$ cat src/msx_pkg.sv
package msx_pkg;

   // CPU bus cycle as seen by every block on the system bus
   typedef struct packed {
      logic [15:0] addr;
      logic [7:0]  data;
      logic        rd;
      logic        wr;
      logic        iorq;
      logic        mreq;
      logic        m1;
   } cpu_bus_t;

   // Kind of memory behind one 16 KB page of a slot
   typedef enum logic [1:0] {
      BLK_NONE = 2'd0,
      BLK_RAM  = 2'd1,
      BLK_ROM  = 2'd2
   } block_kind_t;

   // One slot layout entry, base counts 16 KB blocks in external memory
   typedef struct packed {
      block_kind_t kind;
      logic [7:0]  base;
   } block_t;

   // Indexed by slot, subslot and page, two bits each
   localparam int LAYOUT_ENTRIES = 64;

   // Request towards the external memory
   typedef struct packed {
      logic [21:0] addr;
      logic [7:0]  din;
      logic        rnw;
      logic        ce;
   } mem_req_t;

   // Upper five bits of the I/O port address
   localparam logic [4:0] PORT_VDP = 5'b10011;
   localparam logic [4:0] PORT_PSG = 5'b10100;
   localparam logic [4:0] PORT_PPI = 5'b10101;

   // Secondary slot register location
   localparam logic [15:0] SUBSLOT_ADDR = 16'hFFFF;
   localparam logic [1:0]  SUBSLOT_SLOT = 2'd3;

endpackage

$ cat src/msx_wait_gen.sv
`timescale 1ns/1ns

module msx_wait_gen (
   input  logic              clock_bus,
   input  logic              reset,
   input  logic              ce_cpu,
   input  msx_pkg::cpu_bus_t cpu,
   output logic              wait_n
);

   // Set again once M1 is seen low, cleared when a wait state is issued
   logic m1_armed;

   always_ff @(posedge clock_bus or posedge reset) begin
      if (reset) begin
         wait_n   <= 1'b1;
         m1_armed <= 1'b1;
      end else if (ce_cpu) begin
         if (!wait_n) begin
            // Wait state lasts a single CPU tick
            wait_n <= 1'b1;
         end else if (m1_armed && cpu.m1 && cpu.mreq) begin
            wait_n   <= 1'b0;
            m1_armed <= 1'b0;
         end
         if (!cpu.m1) begin
            m1_armed <= 1'b1;
         end
      end
   end

   // The CPU may never be stalled past the second tick after the wait started
   a_wait_short : assert property (@(posedge clock_bus) disable iff (reset)
      $fell(wait_n) |-> ##1 ce_cpu [->2] ##0 wait_n)
      else $error("wait_n held low for more than two ce_cpu ticks");

endmodule

$ cat src/msx_io_decode.sv
`timescale 1ns/1ns

module msx_io_decode (
   input  msx_pkg::cpu_bus_t cpu,
   input  logic [7:0]        ppi_data,
   input  logic [7:0]        psg_data,
   input  logic [7:0]        vdp_data,
   input  logic [7:0]        sub_data,
   input  logic [7:0]        slot_data,
   input  logic              sub_rq,
   input  logic              mem_ce,
   output logic              ppi_sel,
   output logic              psg_sel,
   output logic              vdp_sel,
   output logic [7:0]        d_to_cpu
);

   import msx_pkg::*;

   logic io_cycle;

   // Interrupt acknowledge also raises iorq, but together with m1
   assign io_cycle = cpu.iorq && !cpu.m1;

   assign vdp_sel = io_cycle && (cpu.addr[7:3] == PORT_VDP);
   assign psg_sel = io_cycle && (cpu.addr[7:3] == PORT_PSG);
   assign ppi_sel = io_cycle && (cpu.addr[7:3] == PORT_PPI);

   // Read data back to the CPU, fixed priority
   always_comb begin
      if (!cpu.rd) begin
         d_to_cpu = 8'hFF;
      end else if (vdp_sel) begin
         d_to_cpu = vdp_data;
      end else if (psg_sel) begin
         d_to_cpu = psg_data;
      end else if (ppi_sel) begin
         d_to_cpu = ppi_data;
      end else if (sub_rq) begin
         d_to_cpu = sub_data;
      end else if (mem_ce && cpu.mreq) begin
         d_to_cpu = slot_data;
      end else begin
         d_to_cpu = 8'hFF;   // open bus
      end
   end

   // Port selects and the subslot request never compete for the data bus
   always_comb begin
      a_one_source : assert final ($onehot0({vdp_sel, psg_sel, ppi_sel, sub_rq}))
         else $error("more than one read source selected");
   end

endmodule

$ cat src/msx_ppi.sv
`timescale 1ns/1ns

module msx_ppi (
   input  logic              clock_bus,
   input  logic              reset,
   input  msx_pkg::cpu_bus_t cpu,
   input  logic              sel,
   input  logic [7:0]        kbd_data,
   output logic [7:0]        ppi_data,
   output logic [7:0]        slot_reg,
   output logic              map_valid,
   output logic              keybeep,
   output logic              cas_motor,
   output logic [3:0]        kbd_row
);

   logic [7:0] port_c;
   logic       access;
   logic       write;

   assign access = sel && (cpu.rd || cpu.wr);
   assign write  = sel && cpu.wr;

   // Port A is the primary slot register, two bits per page
   always_ff @(posedge clock_bus or posedge reset) begin
      if (reset) begin
         slot_reg  <= 8'h00;
         port_c    <= 8'h00;
         map_valid <= 1'b0;
      end else begin
         // Slot map stays on slot 0 until the BIOS first touches the PPI
         if (access) begin
            map_valid <= 1'b1;
         end
         if (write) begin
            case (cpu.addr[1:0])
               2'd0: slot_reg <= cpu.data;
               2'd2: port_c <= cpu.data;
               2'd3: begin
                  // Bit set/reset only, mode words are not supported
                  if (!cpu.data[7]) begin
                     port_c[cpu.data[3:1]] <= cpu.data[0];
                  end
               end
               default: ;
            endcase
         end
      end
   end

   // Mode 0 readback, port B is the keyboard column input
   always_comb begin
      case (cpu.addr[1:0])
         2'd0:    ppi_data = slot_reg;
         2'd1:    ppi_data = kbd_data;
         2'd2:    ppi_data = port_c;
         default: ppi_data = 8'hFF;
      endcase
   end

   assign keybeep   = port_c[7];
   assign cas_motor = port_c[4];
   assign kbd_row   = port_c[3:0];

endmodule

$ cat src/msx_subslot.sv
`timescale 1ns/1ns

module msx_subslot (
   input  logic              clock_bus,
   input  logic              reset,
   input  msx_pkg::cpu_bus_t cpu,
   input  logic              expander_en,
   input  logic [1:0]        primary_slot,
   output logic [1:0]        subslot_sel,
   output logic              sub_rq,
   output logic [7:0]        sub_data
);

   import msx_pkg::*;

   logic [7:0] sub_reg;
   logic       expanded;
   logic       hit;

   assign expanded = expander_en && (primary_slot == SUBSLOT_SLOT);
   assign hit      = expanded && cpu.mreq && (cpu.addr == SUBSLOT_ADDR);

   always_ff @(posedge clock_bus or posedge reset) begin
      if (reset) begin
         sub_reg <= 8'h00;
      end else if (hit && cpu.wr) begin
         sub_reg <= cpu.data;
      end
   end

   // Reads return the complement, which is how software detects an expander
   assign sub_rq   = hit && cpu.rd;
   assign sub_data = ~sub_reg;

   // Subslot for the page being addressed
   always_comb begin
      if (!expanded) begin
         subslot_sel = 2'b00;
      end else begin
         case (cpu.addr[15:14])
            2'd0:    subslot_sel = sub_reg[1:0];
            2'd1:    subslot_sel = sub_reg[3:2];
            2'd2:    subslot_sel = sub_reg[5:4];
            default: subslot_sel = sub_reg[7:6];
         endcase
      end
   end

endmodule

$ cat src/msx_slot_map.sv
`timescale 1ns/1ns

module msx_slot_map (
   input  msx_pkg::cpu_bus_t cpu,
   input  logic [7:0]        slot_reg,
   input  logic              map_valid,
   input  logic [1:0]        subslot_sel,
   input  logic              expander_en,
   input  msx_pkg::block_t   slot_layout [msx_pkg::LAYOUT_ENTRIES],
   input  logic [7:0]        ram_dout,
   output logic [1:0]        primary_slot,
   output msx_pkg::mem_req_t mem,
   output logic [7:0]        slot_data
);

   import msx_pkg::*;

   logic [1:0] page;
   block_t     ent;
   logic       sub_hit;

   assign page = cpu.addr[15:14];

   always_comb begin
      primary_slot = map_valid ? slot_reg[2*page +: 2] : 2'd0;
      ent          = slot_layout[{primary_slot, subslot_sel, page}];
      sub_hit      = expander_en && (primary_slot == SUBSLOT_SLOT) &&
                     cpu.mreq && (cpu.addr == SUBSLOT_ADDR);
      mem.addr     = {ent.base, cpu.addr[13:0]};
      mem.din      = cpu.data;
      mem.rnw      = !cpu.wr;
      mem.ce       = cpu.mreq && !sub_hit &&
                     ((ent.kind == BLK_RAM && (cpu.rd || cpu.wr)) ||
                      (ent.kind == BLK_ROM && cpu.rd));
   end

   assign slot_data = ram_dout;

endmodule

$ cat src/msx_audio_mix.sv
`timescale 1ns/1ns

module msx_audio_mix (
   input  logic               clock_bus,
   input  logic               reset,
   input  logic [9:0]         psg_level,
   input  logic               keybeep,
   input  logic               cas_in,
   input  logic               cas_motor,
   input  logic signed [15:0] dev_sound,
   output logic signed [15:0] audio
);

   logic [10:0] psg_sum;
   logic [16:0] fm;
   logic [16:0] mix;
   logic [15:0] sat;

   // Key click and cassette monitor ride on top of the PSG level
   assign psg_sum = {1'b0, psg_level}
                  + {5'b0, keybeep, 5'b0}
                  + {6'b0, cas_in && !cas_motor, 4'b0};

   assign fm  = {2'b00, psg_sum, 4'b0000};
   assign mix = {dev_sound[15], dev_sound} + fm;

   // Clip when the top three bits disagree
   always_comb begin
      case (mix[16:14])
         3'b000, 3'b111: sat = {mix[16], mix[13:0], 1'b0};
         3'b001, 3'b010, 3'b011: sat = 16'h7FFF;
         default: sat = 16'h8000;
      endcase
   end

   always_ff @(posedge clock_bus or posedge reset) begin
      if (reset) begin
         audio <= '0;
      end else begin
         audio <= sat;
      end
   end

endmodule

$ cat src/msx_core.sv
`timescale 1ns/1ns

module msx_core (
   input  logic               clock_bus,
   input  logic               reset,
   input  logic               ce_cpu,
   input  msx_pkg::cpu_bus_t  cpu,
   input  logic [7:0]         kbd_data,
   input  logic [7:0]         psg_data,
   input  logic [7:0]         vdp_data,
   input  logic [7:0]         ram_dout,
   input  logic [9:0]         psg_level,
   input  logic signed [15:0] dev_sound,
   input  logic               cas_in,
   input  logic               expander_en,
   input  msx_pkg::block_t    slot_layout [msx_pkg::LAYOUT_ENTRIES],
   output logic [7:0]         d_to_cpu,
   output logic               wait_n,
   output msx_pkg::mem_req_t  mem,
   output logic [3:0]         kbd_row,
   output logic               cas_motor,
   output logic signed [15:0] audio
);

   logic       ppi_sel;
   logic [7:0] ppi_data;
   logic [7:0] slot_reg;
   logic       map_valid;
   logic       keybeep;
   logic [1:0] primary_slot;
   logic [1:0] subslot_sel;
   logic       sub_rq;
   logic [7:0] sub_data;
   logic [7:0] slot_data;

   msx_wait_gen u_wait (
      .clock_bus (clock_bus),
      .reset     (reset),
      .ce_cpu    (ce_cpu),
      .cpu       (cpu),
      .wait_n    (wait_n)
   );

   // PSG and VDP live outside the core, only their read data comes back
   msx_io_decode u_decode (
      .cpu       (cpu),
      .ppi_data  (ppi_data),
      .psg_data  (psg_data),
      .vdp_data  (vdp_data),
      .sub_data  (sub_data),
      .slot_data (slot_data),
      .sub_rq    (sub_rq),
      .mem_ce    (mem.ce),
      .ppi_sel   (ppi_sel),
      .psg_sel   (),
      .vdp_sel   (),
      .d_to_cpu  (d_to_cpu)
   );

   msx_ppi u_ppi (
      .clock_bus (clock_bus),
      .reset     (reset),
      .cpu       (cpu),
      .sel       (ppi_sel),
      .kbd_data  (kbd_data),
      .ppi_data  (ppi_data),
      .slot_reg  (slot_reg),
      .map_valid (map_valid),
      .keybeep   (keybeep),
      .cas_motor (cas_motor),
      .kbd_row   (kbd_row)
   );

   msx_subslot u_subslot (
      .clock_bus    (clock_bus),
      .reset        (reset),
      .cpu          (cpu),
      .expander_en  (expander_en),
      .primary_slot (primary_slot),
      .subslot_sel  (subslot_sel),
      .sub_rq       (sub_rq),
      .sub_data     (sub_data)
   );

   msx_slot_map u_slot_map (
      .cpu          (cpu),
      .slot_reg     (slot_reg),
      .map_valid    (map_valid),
      .subslot_sel  (subslot_sel),
      .expander_en  (expander_en),
      .slot_layout  (slot_layout),
      .ram_dout     (ram_dout),
      .primary_slot (primary_slot),
      .mem          (mem),
      .slot_data    (slot_data)
   );

   msx_audio_mix u_audio (
      .clock_bus (clock_bus),
      .reset     (reset),
      .psg_level (psg_level),
      .keybeep   (keybeep),
      .cas_in    (cas_in),
      .cas_motor (cas_motor),
      .dev_sound (dev_sound),
      .audio     (audio)
   );

endmodule

$ cat config.mk
export PLATFORM = sky130hd
export DESIGN_NAME = msx_core
export DESIGN_NICKNAME = d
export VERILOG_FILES = /design/src/msx_pkg.sv /design/src/msx_wait_gen.sv /design/src/msx_io_decode.sv /design/src/msx_ppi.sv /design/src/msx_subslot.sv /design/src/msx_slot_map.sv /design/src/msx_audio_mix.sv /design/src/msx_core.sv
export SDC_FILE = /design/constraint.sdc
export NUM_CORES = 1
export LEC_CHECK = 0
export BUFFER_PORTS_ARGS = -buffer_cell sky130_fd_sc_hd__buf_2
export CAP_MARGIN = 20
export CELL_PAD_IN_SITES_DETAIL_PLACEMENT = 1
export CELL_PAD_IN_SITES_GLOBAL_PLACEMENT = 2
export CORE_AREA = 2 2 306 308
export DETAILED_ROUTE_END_ITERATION = 12
export DIE_AREA = 0 0 308 310
export GPL_ROUTABILITY_DRIVEN = 1
export PLACE_DENSITY_LB_ADDON = 0.1
export SKIP_LAST_GASP = 1
export SLEW_MARGIN = 20
export SYNTH_ARGS = -nofsm -noshare
export SYNTH_HDL_FRONTEND = slang
export SYNTH_SLANG_ARGS = --single-unit
$ cat constraint.sdc
create_clock -name clock_bus -period 3.9 [get_ports clock_bus]
set_clock_uncertainty 0.05 [all_clocks]
set_input_delay 0.39 -clock clock_bus [delete_from_list [all_inputs] [get_ports clock_bus]]
set_output_delay 0.39 -clock clock_bus [all_outputs]
set_load 0.005 [all_outputs]
# After elaboration in Yosys (flattened, before gate mapping)
# Cells that the tools add are included.
dict set report classes {
  addsub 3
  multipliers 0
  div 0
  n_lt_le_gt_ge 3
  n_eq_ne 19
  shifts 1
  n_mux 24
  n_bitwise 2
  n_reduce_logical 35
}
# cell count
set op_table {}
lappend op_table {{$bmux 10 s6} 1}
lappend op_table {{$mux 8} 7}
lappend op_table {{$pmux 16 s2} 1}
lappend op_table {{$pmux 8 s3} 1}
lappend op_table {{$logic_and 1x1->1} 20}
lappend op_table {{$mux 10} 2}
lappend op_table {{$add 16x16->17} 1}
lappend op_table {{$eq 16x16->1 const B} 1}
lappend op_table {{$pmux 8 s2} 1}
lappend op_table {{$eq 5x5->1 const B} 3}
lappend op_table {{$add 10x6->11} 1}
lappend op_table {{$add 11x5->11} 1}
lappend op_table {{$eq 2x2->1 const B} 5}
lappend op_table {{$bwmux 8} 1}
lappend op_table {{$not 8->8} 1}
lappend op_table {{$shiftx 8x4->2} 1}
lappend op_table {{$ge 7x7->1 const B} 1}
lappend op_table {{$not 6->7} 1}
lappend op_table {{$eq 2x1->1 const B} 3}
lappend op_table {{$eq 3x2->1 const B} 2}
lappend op_table {{$mux 1} 6}
lappend op_table {{$pmux 2 s3} 1}
lappend op_table {{$reduce_and 3->1} 2}
lappend op_table {{$logic_not 1->1} 4}
lappend op_table {{other kinds (15)} 19}
dict set report totals {
  regBits 43
  latchBits 0
  ramBits 0
  mem_bits_ro 0
  inputBits 732
  out_inout_bits 62
  elab_cells 94
  memories 0
}

# Depth between registers and ports, before layout
# Gate-level depths: netlist of run 1.
dict set report logic_depth {
  word_depth 20
  depth_mapped 14
  depth_no_buf 13
}

# Hierarchy
# Synthesis of run 1 repeated with hierarchy kept, for this count alone.
dict set report hier_totals {
  cells_unflattened 774
  hier_area_um2 9090.0
}
# module n_inst cells_each area_each_um2 seq_area_each_um2
set modules_own_cells {}
lappend modules_own_cells {msx_slot_map 1 430 5684.2 0.0}
lappend modules_own_cells {msx_audio_mix 1 127 1249.9 400.4}
lappend modules_own_cells {msx_ppi 1 110 1159.9 425.4}
lappend modules_own_cells {msx_subslot 1 42 469.2 200.2}
lappend modules_own_cells {msx_io_decode 1 57 440.4 0.0}
lappend modules_own_cells {msx_wait_gen 1 8 86.3 52.6}

# Least setup slack after synthesis of run 1
# Ideal clock, no wire load.
dict set report synth_path {
  path_type {in2out}
  startpoint {input port cpu[27] (netlist name)}
  endpoint {output port d_to_cpu[1]}
  arrival_ps 2731
  t_required_ps 3460
  path_slack_ps 729
  path_stages 10
  path_buffers 2
  path_cell_list {buf_6 mux4_2 and3_4 and3_1 buf_6 nand3b_1 and3_4 a2111oi_4 nor2_2 o41a_1}
}
dict set report synth_via {
  elab_chain_cells 20
  word_cells_on_any_way 32
  cone_classes {eq/ne: 6; shift: 1; mux: 12; bitwise: 1; reduce/logical: 12}
}
# item line_no
set synth_rtl {}
lappend synth_rtl {{from (decl)} msx_core.sv:7} ;# input msx_pkg::cpu_bus_t cpu,
lappend synth_rtl {{$shiftx 8x4->2} msx_slot_map.sv:25} ;# primary_slot = map_valid ? slot_reg[2*page +: 2] : 2'd0;
lappend synth_rtl {{$mux 2} msx_slot_map.sv:25}
lappend synth_rtl {{$eq 2x2->1} {msx_subslot.sv:20, msx_slot_map.sv:27}}
lappend synth_rtl {{$logic_and 1x1->1} {msx_subslot.sv:20, msx_slot_map.sv:27}}
lappend synth_rtl {{$mux 2} msx_subslot.sv:37} ;# if (!expanded) begin
lappend synth_rtl {{$not 6->7 (implied by the code)} msx_slot_map.sv:26} ;# ent = slot_layout[{primary_slot, subslot_sel, page}];
lappend synth_rtl {{$bmux 10 s6} msx_slot_map.sv:26}
lappend synth_rtl {{$mux 10 (implied by the code) (2 in series)} msx_slot_map.sv:26}
lappend synth_rtl {{[... 3 more ...]} n/a}
lappend synth_rtl {{$logic_and 1x1->1} msx_slot_map.sv:32} ;# mem.ce = cpu.mreq && !sub_hit &&
lappend synth_rtl {{$logic_and 1x1->1} msx_io_decode.sv:41} ;# end else if (mem_ce && cpu.mreq) begin
lappend synth_rtl {{$mux 8} msx_io_decode.sv:41}
lappend synth_rtl {{$mux 8 *} msx_io_decode.sv:39} ;# end else if (sub_rq) begin
lappend synth_rtl {{$mux 8 *} msx_io_decode.sv:37} ;# end else if (ppi_sel) begin
lappend synth_rtl {{$mux 8 *} msx_io_decode.sv:35} ;# end else if (psg_sel) begin
lappend synth_rtl {{$mux 8 *} msx_io_decode.sv:33} ;# end else if (vdp_sel) begin
lappend synth_rtl {{$mux 8 *} msx_io_decode.sv:31} ;# if (!cpu.rd) begin
lappend synth_rtl {{to (decl)} msx_core.sv:17} ;# output logic [7:0] d_to_cpu,
# Every way passes the cells marked *; elsewhere a longest branch is shown, timed or not. The select of a mux whose other input is x is not followed.

# Worst setup path in the final report of run 1
dict set report layout_path {
  startpoint {register u_subslot.sub_reg[7]}
  endpoint {output port d_to_cpu[2]}
}
dict set report layout_via {
  elab_chain_cells 17
  word_cells_on_any_way 19
  cone_classes {eq/ne: 2; mux: 11; bitwise: 1; reduce/logical: 5}
}
# item line_no
set layout_rtl {}
lappend layout_rtl {{from (decl)} msx_subslot.sv:16} ;# logic [7:0] sub_reg;
lappend layout_rtl {{from (signal assigned)} msx_subslot.sv:27} ;# sub_reg <= cpu.data;
lappend layout_rtl {{$pmux 2 s3 *} msx_subslot.sv:40} ;# case (cpu.addr[15:14])
lappend layout_rtl {{$mux 2 *} msx_subslot.sv:37}
lappend layout_rtl {{$not 6->7 (implied by the code) *} msx_slot_map.sv:26}
lappend layout_rtl {{$bmux 10 s6 *} msx_slot_map.sv:26}
lappend layout_rtl {{$mux 10 (implied by the code) * (2 in series)} msx_slot_map.sv:26}
lappend layout_rtl {{$eq 2x1->1 or $eq 2x2->1 (tied branches)} {msx_slot_map.sv:33, msx_slot_map.sv:34}}
lappend layout_rtl {{$logic_and 1x1->1 (on tied branches)} {msx_slot_map.sv:33, msx_slot_map.sv:34}}
lappend layout_rtl {{$logic_or 1x1->1 *} msx_slot_map.sv:33} ;# ((ent.kind == BLK_RAM && (cpu.rd || cpu.wr)) ||
lappend layout_rtl {{$logic_and 1x1->1 *} msx_slot_map.sv:32}
lappend layout_rtl {{$logic_and 1x1->1 *} msx_io_decode.sv:41}
lappend layout_rtl {{$mux 8 *} msx_io_decode.sv:41}
lappend layout_rtl {{$mux 8 *} msx_io_decode.sv:39}
lappend layout_rtl {{$mux 8 *} msx_io_decode.sv:37}
lappend layout_rtl {{$mux 8 *} msx_io_decode.sv:35}
lappend layout_rtl {{$mux 8 *} msx_io_decode.sv:33}
lappend layout_rtl {{$mux 8 *} msx_io_decode.sv:31}
# Marks and branches as above.

==> results of run 1 <==
final cells by class:
| cell class | instances | share of cell area |
|---|---|---|
| diodes | 3 | 0.000701 |
| repair buffers | 567 | 0.281 |
| clock buffers | 6 | 0.0130 |
| clock inverters | 2 | 0.00327 |
| multi-input cells | 457 | 0.457 |
| inverters | 11 | 0.00386 |
| flip-flops and latches | 43 | 0.101 |
| well taps | 1197 | 0.140 |
synth_stat cells (all sizes together), types with 3 or more instances:
cell type / n / area share
a211oi: 43 / 0.051
a21o: 15 / 0.018
a21oi: 51 / 0.040
a2bb2oi: 5 / 0.0069
a32oi: 4 / 0.0055
and2: 3 / 0.0029
and3: 6 / 0.0074
buf: 48 / 0.051
clkbuf: 27 / 0.016
dfrtp: 41 / 0.16
ha: 13 / 0.025
inv: 11 / 0.0065
mux2: 27 / 0.048
mux2i: 23 / 0.036
mux4: 98 / 0.35
nand2: 39 / 0.023
nand2b: 4 / 0.0039
nand3: 8 / 0.0063
nand4: 4 / 0.0039
nor2: 9 / 0.0057
nor2b: 19 / 0.019
nor3: 6 / 0.0055
o21a: 6 / 0.0070
o21ai: 12 / 0.0094
o21bai: 4 / 0.0047
o221ai: 4 / 0.0055
o22a: 4 / 0.0055
o22ai: 9 / 0.0088
o41a: 8 / 0.014
xnor2: 6 / 0.0082
xor2: 5 / 0.0069
metal layers:
layer  wire length [um]  vias up  global-route usage
met5                119        -                   0
met4                537       18              0.0123
met3               4190       44              0.0298
met2              27400      359               0.199
met1              20300     3615               0.116
li1                   -     3374                   -
how the worst max path moves through the flow:
stage                        endpoint            startpoint
after floorplan           d_to_cpu[1]               cpu[27]
after global placement    d_to_cpu[2]               cpu[27]
after detailed placement  d_to_cpu[2]               cpu[27]
after CTS                 d_to_cpu[2]  u_subslot.sub_reg[7]
after global routing      d_to_cpu[4]     u_ppi.slot_reg[4]
final                     d_to_cpu[2]  u_subslot.sub_reg[7]
where the power goes:
part	internal, W	switching (W)	leakage [nW]	total [W]
registers	0.000486	0.0000196	0.551	0.000506
clock network	0.000320	0.000221	0.0869	0.000541
logic	0.000513	0.000469	4.06	0.000982
total	0.00132	0.000710	4.70	0.00203
cells by family after synthesis:
| logic type | synth area share |
|---|---|
| flops | 0.169 |
| buf+inv | 0.0728 |
| compound gates | 0.191 |
| simple gates | 0.0914 |
| mux | 0.429 |
| xor+xnor | 0.0151 |
| fa+ha+maj | 0.0317 |
what timing repair did:
| action | in CTS | in global routing |
|---|---|---|
| setup endpoints to repair | 7 | 8 |
| cloned | 0 | 0 |
| gates resized for setup | 2 | 7 |
metrics by stage:
stage,setup slack [ps],instance area [sq um]
CTS,6.66,10700
detailed placement,52.8,10500
global route,0.448,10700
floorplan,729,6390
finish,181,10700
global placement,16.5,10500
==> results.md, run 1 <==
- Total via count after detailed routing: 7,410
- Final hold violation count: 0
- Antenna violations before repair: 29
- Area of the multi-input gates: 4900 sq um
- I/O pin count: 794
- CTS H-tree lvls: 2
- Worst min path class: in -> async
- Length of the first detailed-routing pass in iterations: 4
- All-Layer GR Usage: 0.104
- Clock period minus worst slack: 3720 ps
- Endpoint of the most critical register-to-register path: u_audio.audio[13]
- Violation count after the first detailed-routing iteration: 213
- Stages on the worst setup path: 10
- Buf/Inv on CP: 2
- Crit share post-route: 0.954
- Die Footprint: 95,500 sq um
- Setup violators final: 0
- Nets: 1,832
- Post-synth EDFFs: 0
- Tightest Pin Transition: 821 ps
- Routability-driven placement congestion ratio: 0.698
- Pin count of the biggest net entering global routing: 52
- Global-route wire length before repair: 68,400 um
- Final Instance Count excl. Fillers: 2,286
- Sequential fraction of the synthesis area: 0.169
- Arr. time, crit path: 3280 ps
- Post-CTS setup repair buffer count: 0
- Layout cell share with drive strength beyond 1: 0.660
- Mean routed wirelength per cell: 23.0 um
- Flip-flop and latch count after synthesis: 43
- Clock-pin slew on the worst setup and hold paths: 80 ps
- Area growth from synthesis to layout: 67.5%
- Sequential cell area: 1080 sq um
- Fillers: 11,000
- Pwr/cell area: 190 nW/um^2
- Max-cap violation count: 0
- Critical path start-end classification: reg -> out
- Power, Total: 0.00203 W
- Top achievable clock speed: 0.269 GHz
- Post-Route Hold Slack: 195 ps
- TritonCTS sink count: 43
- Post-synthesis cell type count: 56
- Netlist Area Pre-Place: 6390 sq um
- Most common library cell in the layout ignoring fill and taps: buf_2
- Via-per-instance ratio: 3.24
- Sort of element at the start of the critical path: flop
- Required time at the worst-slack endpoint: 3460 ps
- Via count of the first global-routing pass: 8,266
- Kind of end point of the critical path: output pin
- TritonCTS clock tree: done
- Count of nets left with antenna violations after detail routing: 0
- Synth Warn #: 0
- Clock buffers created by TritonCTS: 5
- Max incr delay on CP: 540 ps
- Slowest stage cell, crit path: mux4_2
- Worst r2r src: u_ppi.port_c[4]
- Remaining routing DRC violations: 0
- Remaining global-route overflow: 0
- Die span in y: 310 um
- Reg2reg path depth: 11
- Max FFs per register: 16
- Hold buffers post-CTS: 0
- Cell chosen for the clock root: clkbuf_16
- Worst-path fanout max: 9
- Async SR Flop Fraction: 1.00
- Status: complete, no violations
- Final core utilization: 0.116
- Register name with the most flops: u_audio.audio
- Cell count after placement: 2,275
- Width of the die: 308 um
- Worst slew margin relative to its limit: 0.453
- Clock insertion delay at the later pin of the skew report: 310 ps
- Synth Net Count: 1,333
- Leakage power: 4.70 nW
- Unrepaired setup endpoints after global routing: no
- Drt total wl: 52,500 um
- Detailed placer's ending HPWL: 46,300 um
- Final Max Tran Viols: 0
- Setup slack, reg-to-reg: 650 ps
- Largest vdd supply drop: 0.249 mV
- Buffers added on ports: 529
- Kind of cell with the highest combined delay on the critical path: multiplexers
- Ys flop type: dfrtp_1
- Number of core rows: 112
- Mean cell area of the mapped netlist: 10.9 sq um
- Top library cells by usage in the layout, fill and taps aside: buf_2, mux4_2, a21oi_1
- Crit-path cells: mux4_2 > nand4b_1 > buf_4 > mux2i_4 > nand3b_1 > and3_4 > a2111oi_4 > nor2_4 > o41a_1 > buf_2
- Floorplan Core Area: 92,500 sq um
- Initial Utilization: 0.0691
- Gate Count Post-Synth: 586
- Total Negative Setup Slacks: 0 ps
- Number of buffers on the longest clock path: 2
No activity file was read; power rests on OpenSTA's default activity.
==> run 2: changes to the inputs <==
CORE_AREA = 2 2 309 311   (was 2 2 306 308)
DIE_AREA = 0 0 311 313   (was 0 0 308 310)
SYNTH_HIERARCHICAL = 1   (was unset)
==> run 2 against run 1 <==
  * The flow now finishes with violations (setup timing)
  * Core utilization up 4.2 points
  * Global-route usage up 5.1 points
  * First-iteration DRC count up 86%
  * Cell area up 39%
  * Critical path type unchanged
  * Largest power group unchanged
==> results.md, run 2 <==
- Unrepaired setup endpoints after global routing: yes
- Pwr/cell area: 158 nW/um^2 (-17%)
- Sort of element at the start of the critical path: flop
- Die span in y: 313 um (+0.97%)
- Worst min path class: in -> async
- Worst r2r src: u_ppi/port_c[4]
- Nets: 2,285 (+25%)
- Top library cells by usage in the layout, fill and taps aside: buf_2, mux4_2, buf_4
- CTS H-tree lvls: 2 (unchanged)
- Global-route wire length before repair: 106,000 um (+54%)
- Tightest Pin Transition: 800 ps (-20.6 ps)
- Clock-pin slew on the worst setup and hold paths: 80 ps (about the same)
- Final Max Tran Viols: 0 (unchanged)
- Floorplan Core Area: 94,200 sq um (+1.8%)
- Setup slack, reg-to-reg: 480 ps (-170 ps)
- Top achievable clock speed: 0.211 GHz (-22%)
- Sequential cell area: 1080 sq um (unchanged)
- Buffers added on ports: 793 (+50%)
- Setup violators final: 17 (+17)
- Max FFs per register: 16 (unchanged)
- Hold buffers post-CTS: 0 (unchanged)
- Violation count after the first detailed-routing iteration: 397 (+86%)
- Crit-path cells: mux4_2 > nand2_2 > inv_1 > nand3_4 > nor2b_4 > buf_4 > mux4_2 > mux2i_2 > buf_4 > mux2_2 > a2111oi_2 > a221o_1 > or3_1 > a21oi_2 > buf_6 > nand3b_1 > buf_6 > o221a_1 > o32a_1 > buf_2
- Width of the die: 311 um (+0.97%)
- Slowest stage cell, crit path: mux4_2
- Largest vdd supply drop: 0.155 mV (-38%)
- Reg2reg path depth: 12 (+1)
- Mean cell area of the mapped netlist: 11.8 sq um (+7.8%)
- Pin count of the biggest net entering global routing: 54 (+3.8%)
- Via-per-instance ratio: 3.84 (+18%)
- Worst-path fanout max: 8 (-1)
- All-Layer GR Usage: 0.155 (+0.0513)
- Crit share post-route: 1.22 (+0.263)
- Area of the multi-input gates: 7280 sq um (+49%)
- Endpoint of the most critical register-to-register path: u_audio/audio[9]
- Clock insertion delay at the later pin of the skew report: 300 ps (about the same)
- Power, Total: 0.00235 W (+16%)
- Max-cap violation count: 0 (unchanged)
- Area growth from synthesis to layout: 63.9%
- Register name with the most flops: u_audio/audio
- Synth Net Count: 1,519 (+14%)
- Via count of the first global-routing pass: 12,200 (+47%)
- Most common library cell in the layout ignoring fill and taps: buf_2
- Drt total wl: 78,400 um (+49%)
- Fillers: 11,200 (+2.0%)
- Violated checks: setup timing
- Gate Count Post-Synth: 772 (+32%)
- Status: finished with violations
- Final hold violation count: 0 (unchanged)
- Final critical-path setup slack: -846 ps (-1030 ps)
- Leakage power: 6.41 nW (+37%)
- Required time at the worst-slack endpoint: 3460 ps (about the same)
- Clock period minus worst slack: 4750 ps (+1030 ps)
- Remaining global-route overflow: 0 (unchanged)
- Worst slew margin relative to its limit: 0.466 (+0.0131)
- Post-Route Hold Slack: 52.9 ps (-142 ps)
- TritonCTS clock tree: done
- Number of buffers on the longest clock path: 2 (unchanged)
- Routability-driven placement congestion ratio: 0.943 (+35%)
- TritonCTS sink count: 43 (unchanged)
- Detailed placer's ending HPWL: 69,600 um (+50%)
- Initial Utilization: 0.0964 (+0.0273)
- Antenna violations before repair: 73 (+150%)
- Critical path start-end classification: reg -> out
- Total via count after detailed routing: 10,900 (+47%)
- Remaining routing DRC violations: 0 (unchanged)
- Arr. time, crit path: 4310 ps (+1030 ps)
- Clock buffers created by TritonCTS: 5 (unchanged)
- Kind of end point of the critical path: output pin
- Die Footprint: 97,300 sq um (+2.0%)
- Netlist Area Pre-Place: 9080 sq um (+42%)
- Number of core rows: 113 (+0.89%)
- Count of nets left with antenna violations after detail routing: 0 (unchanged)
- Mean routed wirelength per cell: 27.7 um (+20%)
- Cell chosen for the clock root: clkbuf_16
- Length of the first detailed-routing pass in iterations: 4 (unchanged)
- Max incr delay on CP: 500 ps (-40 ps)
- Layout cell share with drive strength beyond 1: 0.706 (+0.0454)
- I/O pin count: 794 (unchanged)
- Synth Warn #: 6 (+6)
## run 2: report_power, final
group	internal [W]	total, W	switching [W]
clock network	0.000241	0.000472	0.000231
registers	0.000492	0.000509	0.0000170
logic	0.000746	0.00137	0.000622
total	0.00148	0.00235	0.000870
## run 2: critical path, delay by kind of cell (launching register included)
family	cells	cell delay [ps]
AND/OR/NAND/NOR	5	680
multiplexers	4	1110
buffers and inverters	6	790
AO/OA/AOI/OAI	5	1000
flip-flops	1	400
## run 2: final cells by class
cell class	count	area share
timing repair buffer	873	0.312
tap	1265	0.106
multi-input combinational	594	0.489
clock buffer	5	0.00841
clock inverter	3	0.00168
sequential	43	0.0725
inverter	21	0.00530
antenna	28	0.00471
## run 2: through the flow
stage / cells / worst slack [ps] / utilization / TNS, ps / instance area (sq um)
final: 2832 / -846 / 0.158 / -8790 / 14900
after global routing: 2809 / -1090 / 0.157 / -13410 / 14800
after CTS: 2802 / -914 / 0.157 / -10590 / 14800
after detailed placement: 2792 / -923 / 0.154 / -11890 / 14500
after global placement: 2792 / -929 / 0.154 / -11430 / 14500
after floorplan: 772 / -366 / - / -2930 / 9120
## run 2: how the worst max path moves through the flow
stage | start | to | depth (start not counted)
global route | u_ppi/slot_reg[4] | d_to_cpu[0] | 19
finish | u_ppi/slot_reg[4] | d_to_cpu[6] | 20
floorplan | cpu[27] | d_to_cpu[0] | 15
global placement | cpu[27] | d_to_cpu[6] | 20
detailed placement | cpu[27] | d_to_cpu[6] | 21
CTS | u_ppi/slot_reg[4] | d_to_cpu[6] | 20
## run 2: what timing repair did
| action | in CTS | in global routing |
|---|---|---|
| setup buffers | 2 | 2 |
| hold endpoints to repair | 0 | 0 |
| resized for setup | 16 | 4 |
| pin swaps | 3 | 1 |
| endpoints found under the setup margin | 17 | 17 |
## run 2: metal layers
layer	global-route usage	part of all wire	vias up
met4	0.0173	0.013	46
met3	0.0348	0.055	111
met1	0.167	0.36	5481
met2	0.314	0.57	438
met5	0	0.0036	-
li1	-	-	4785
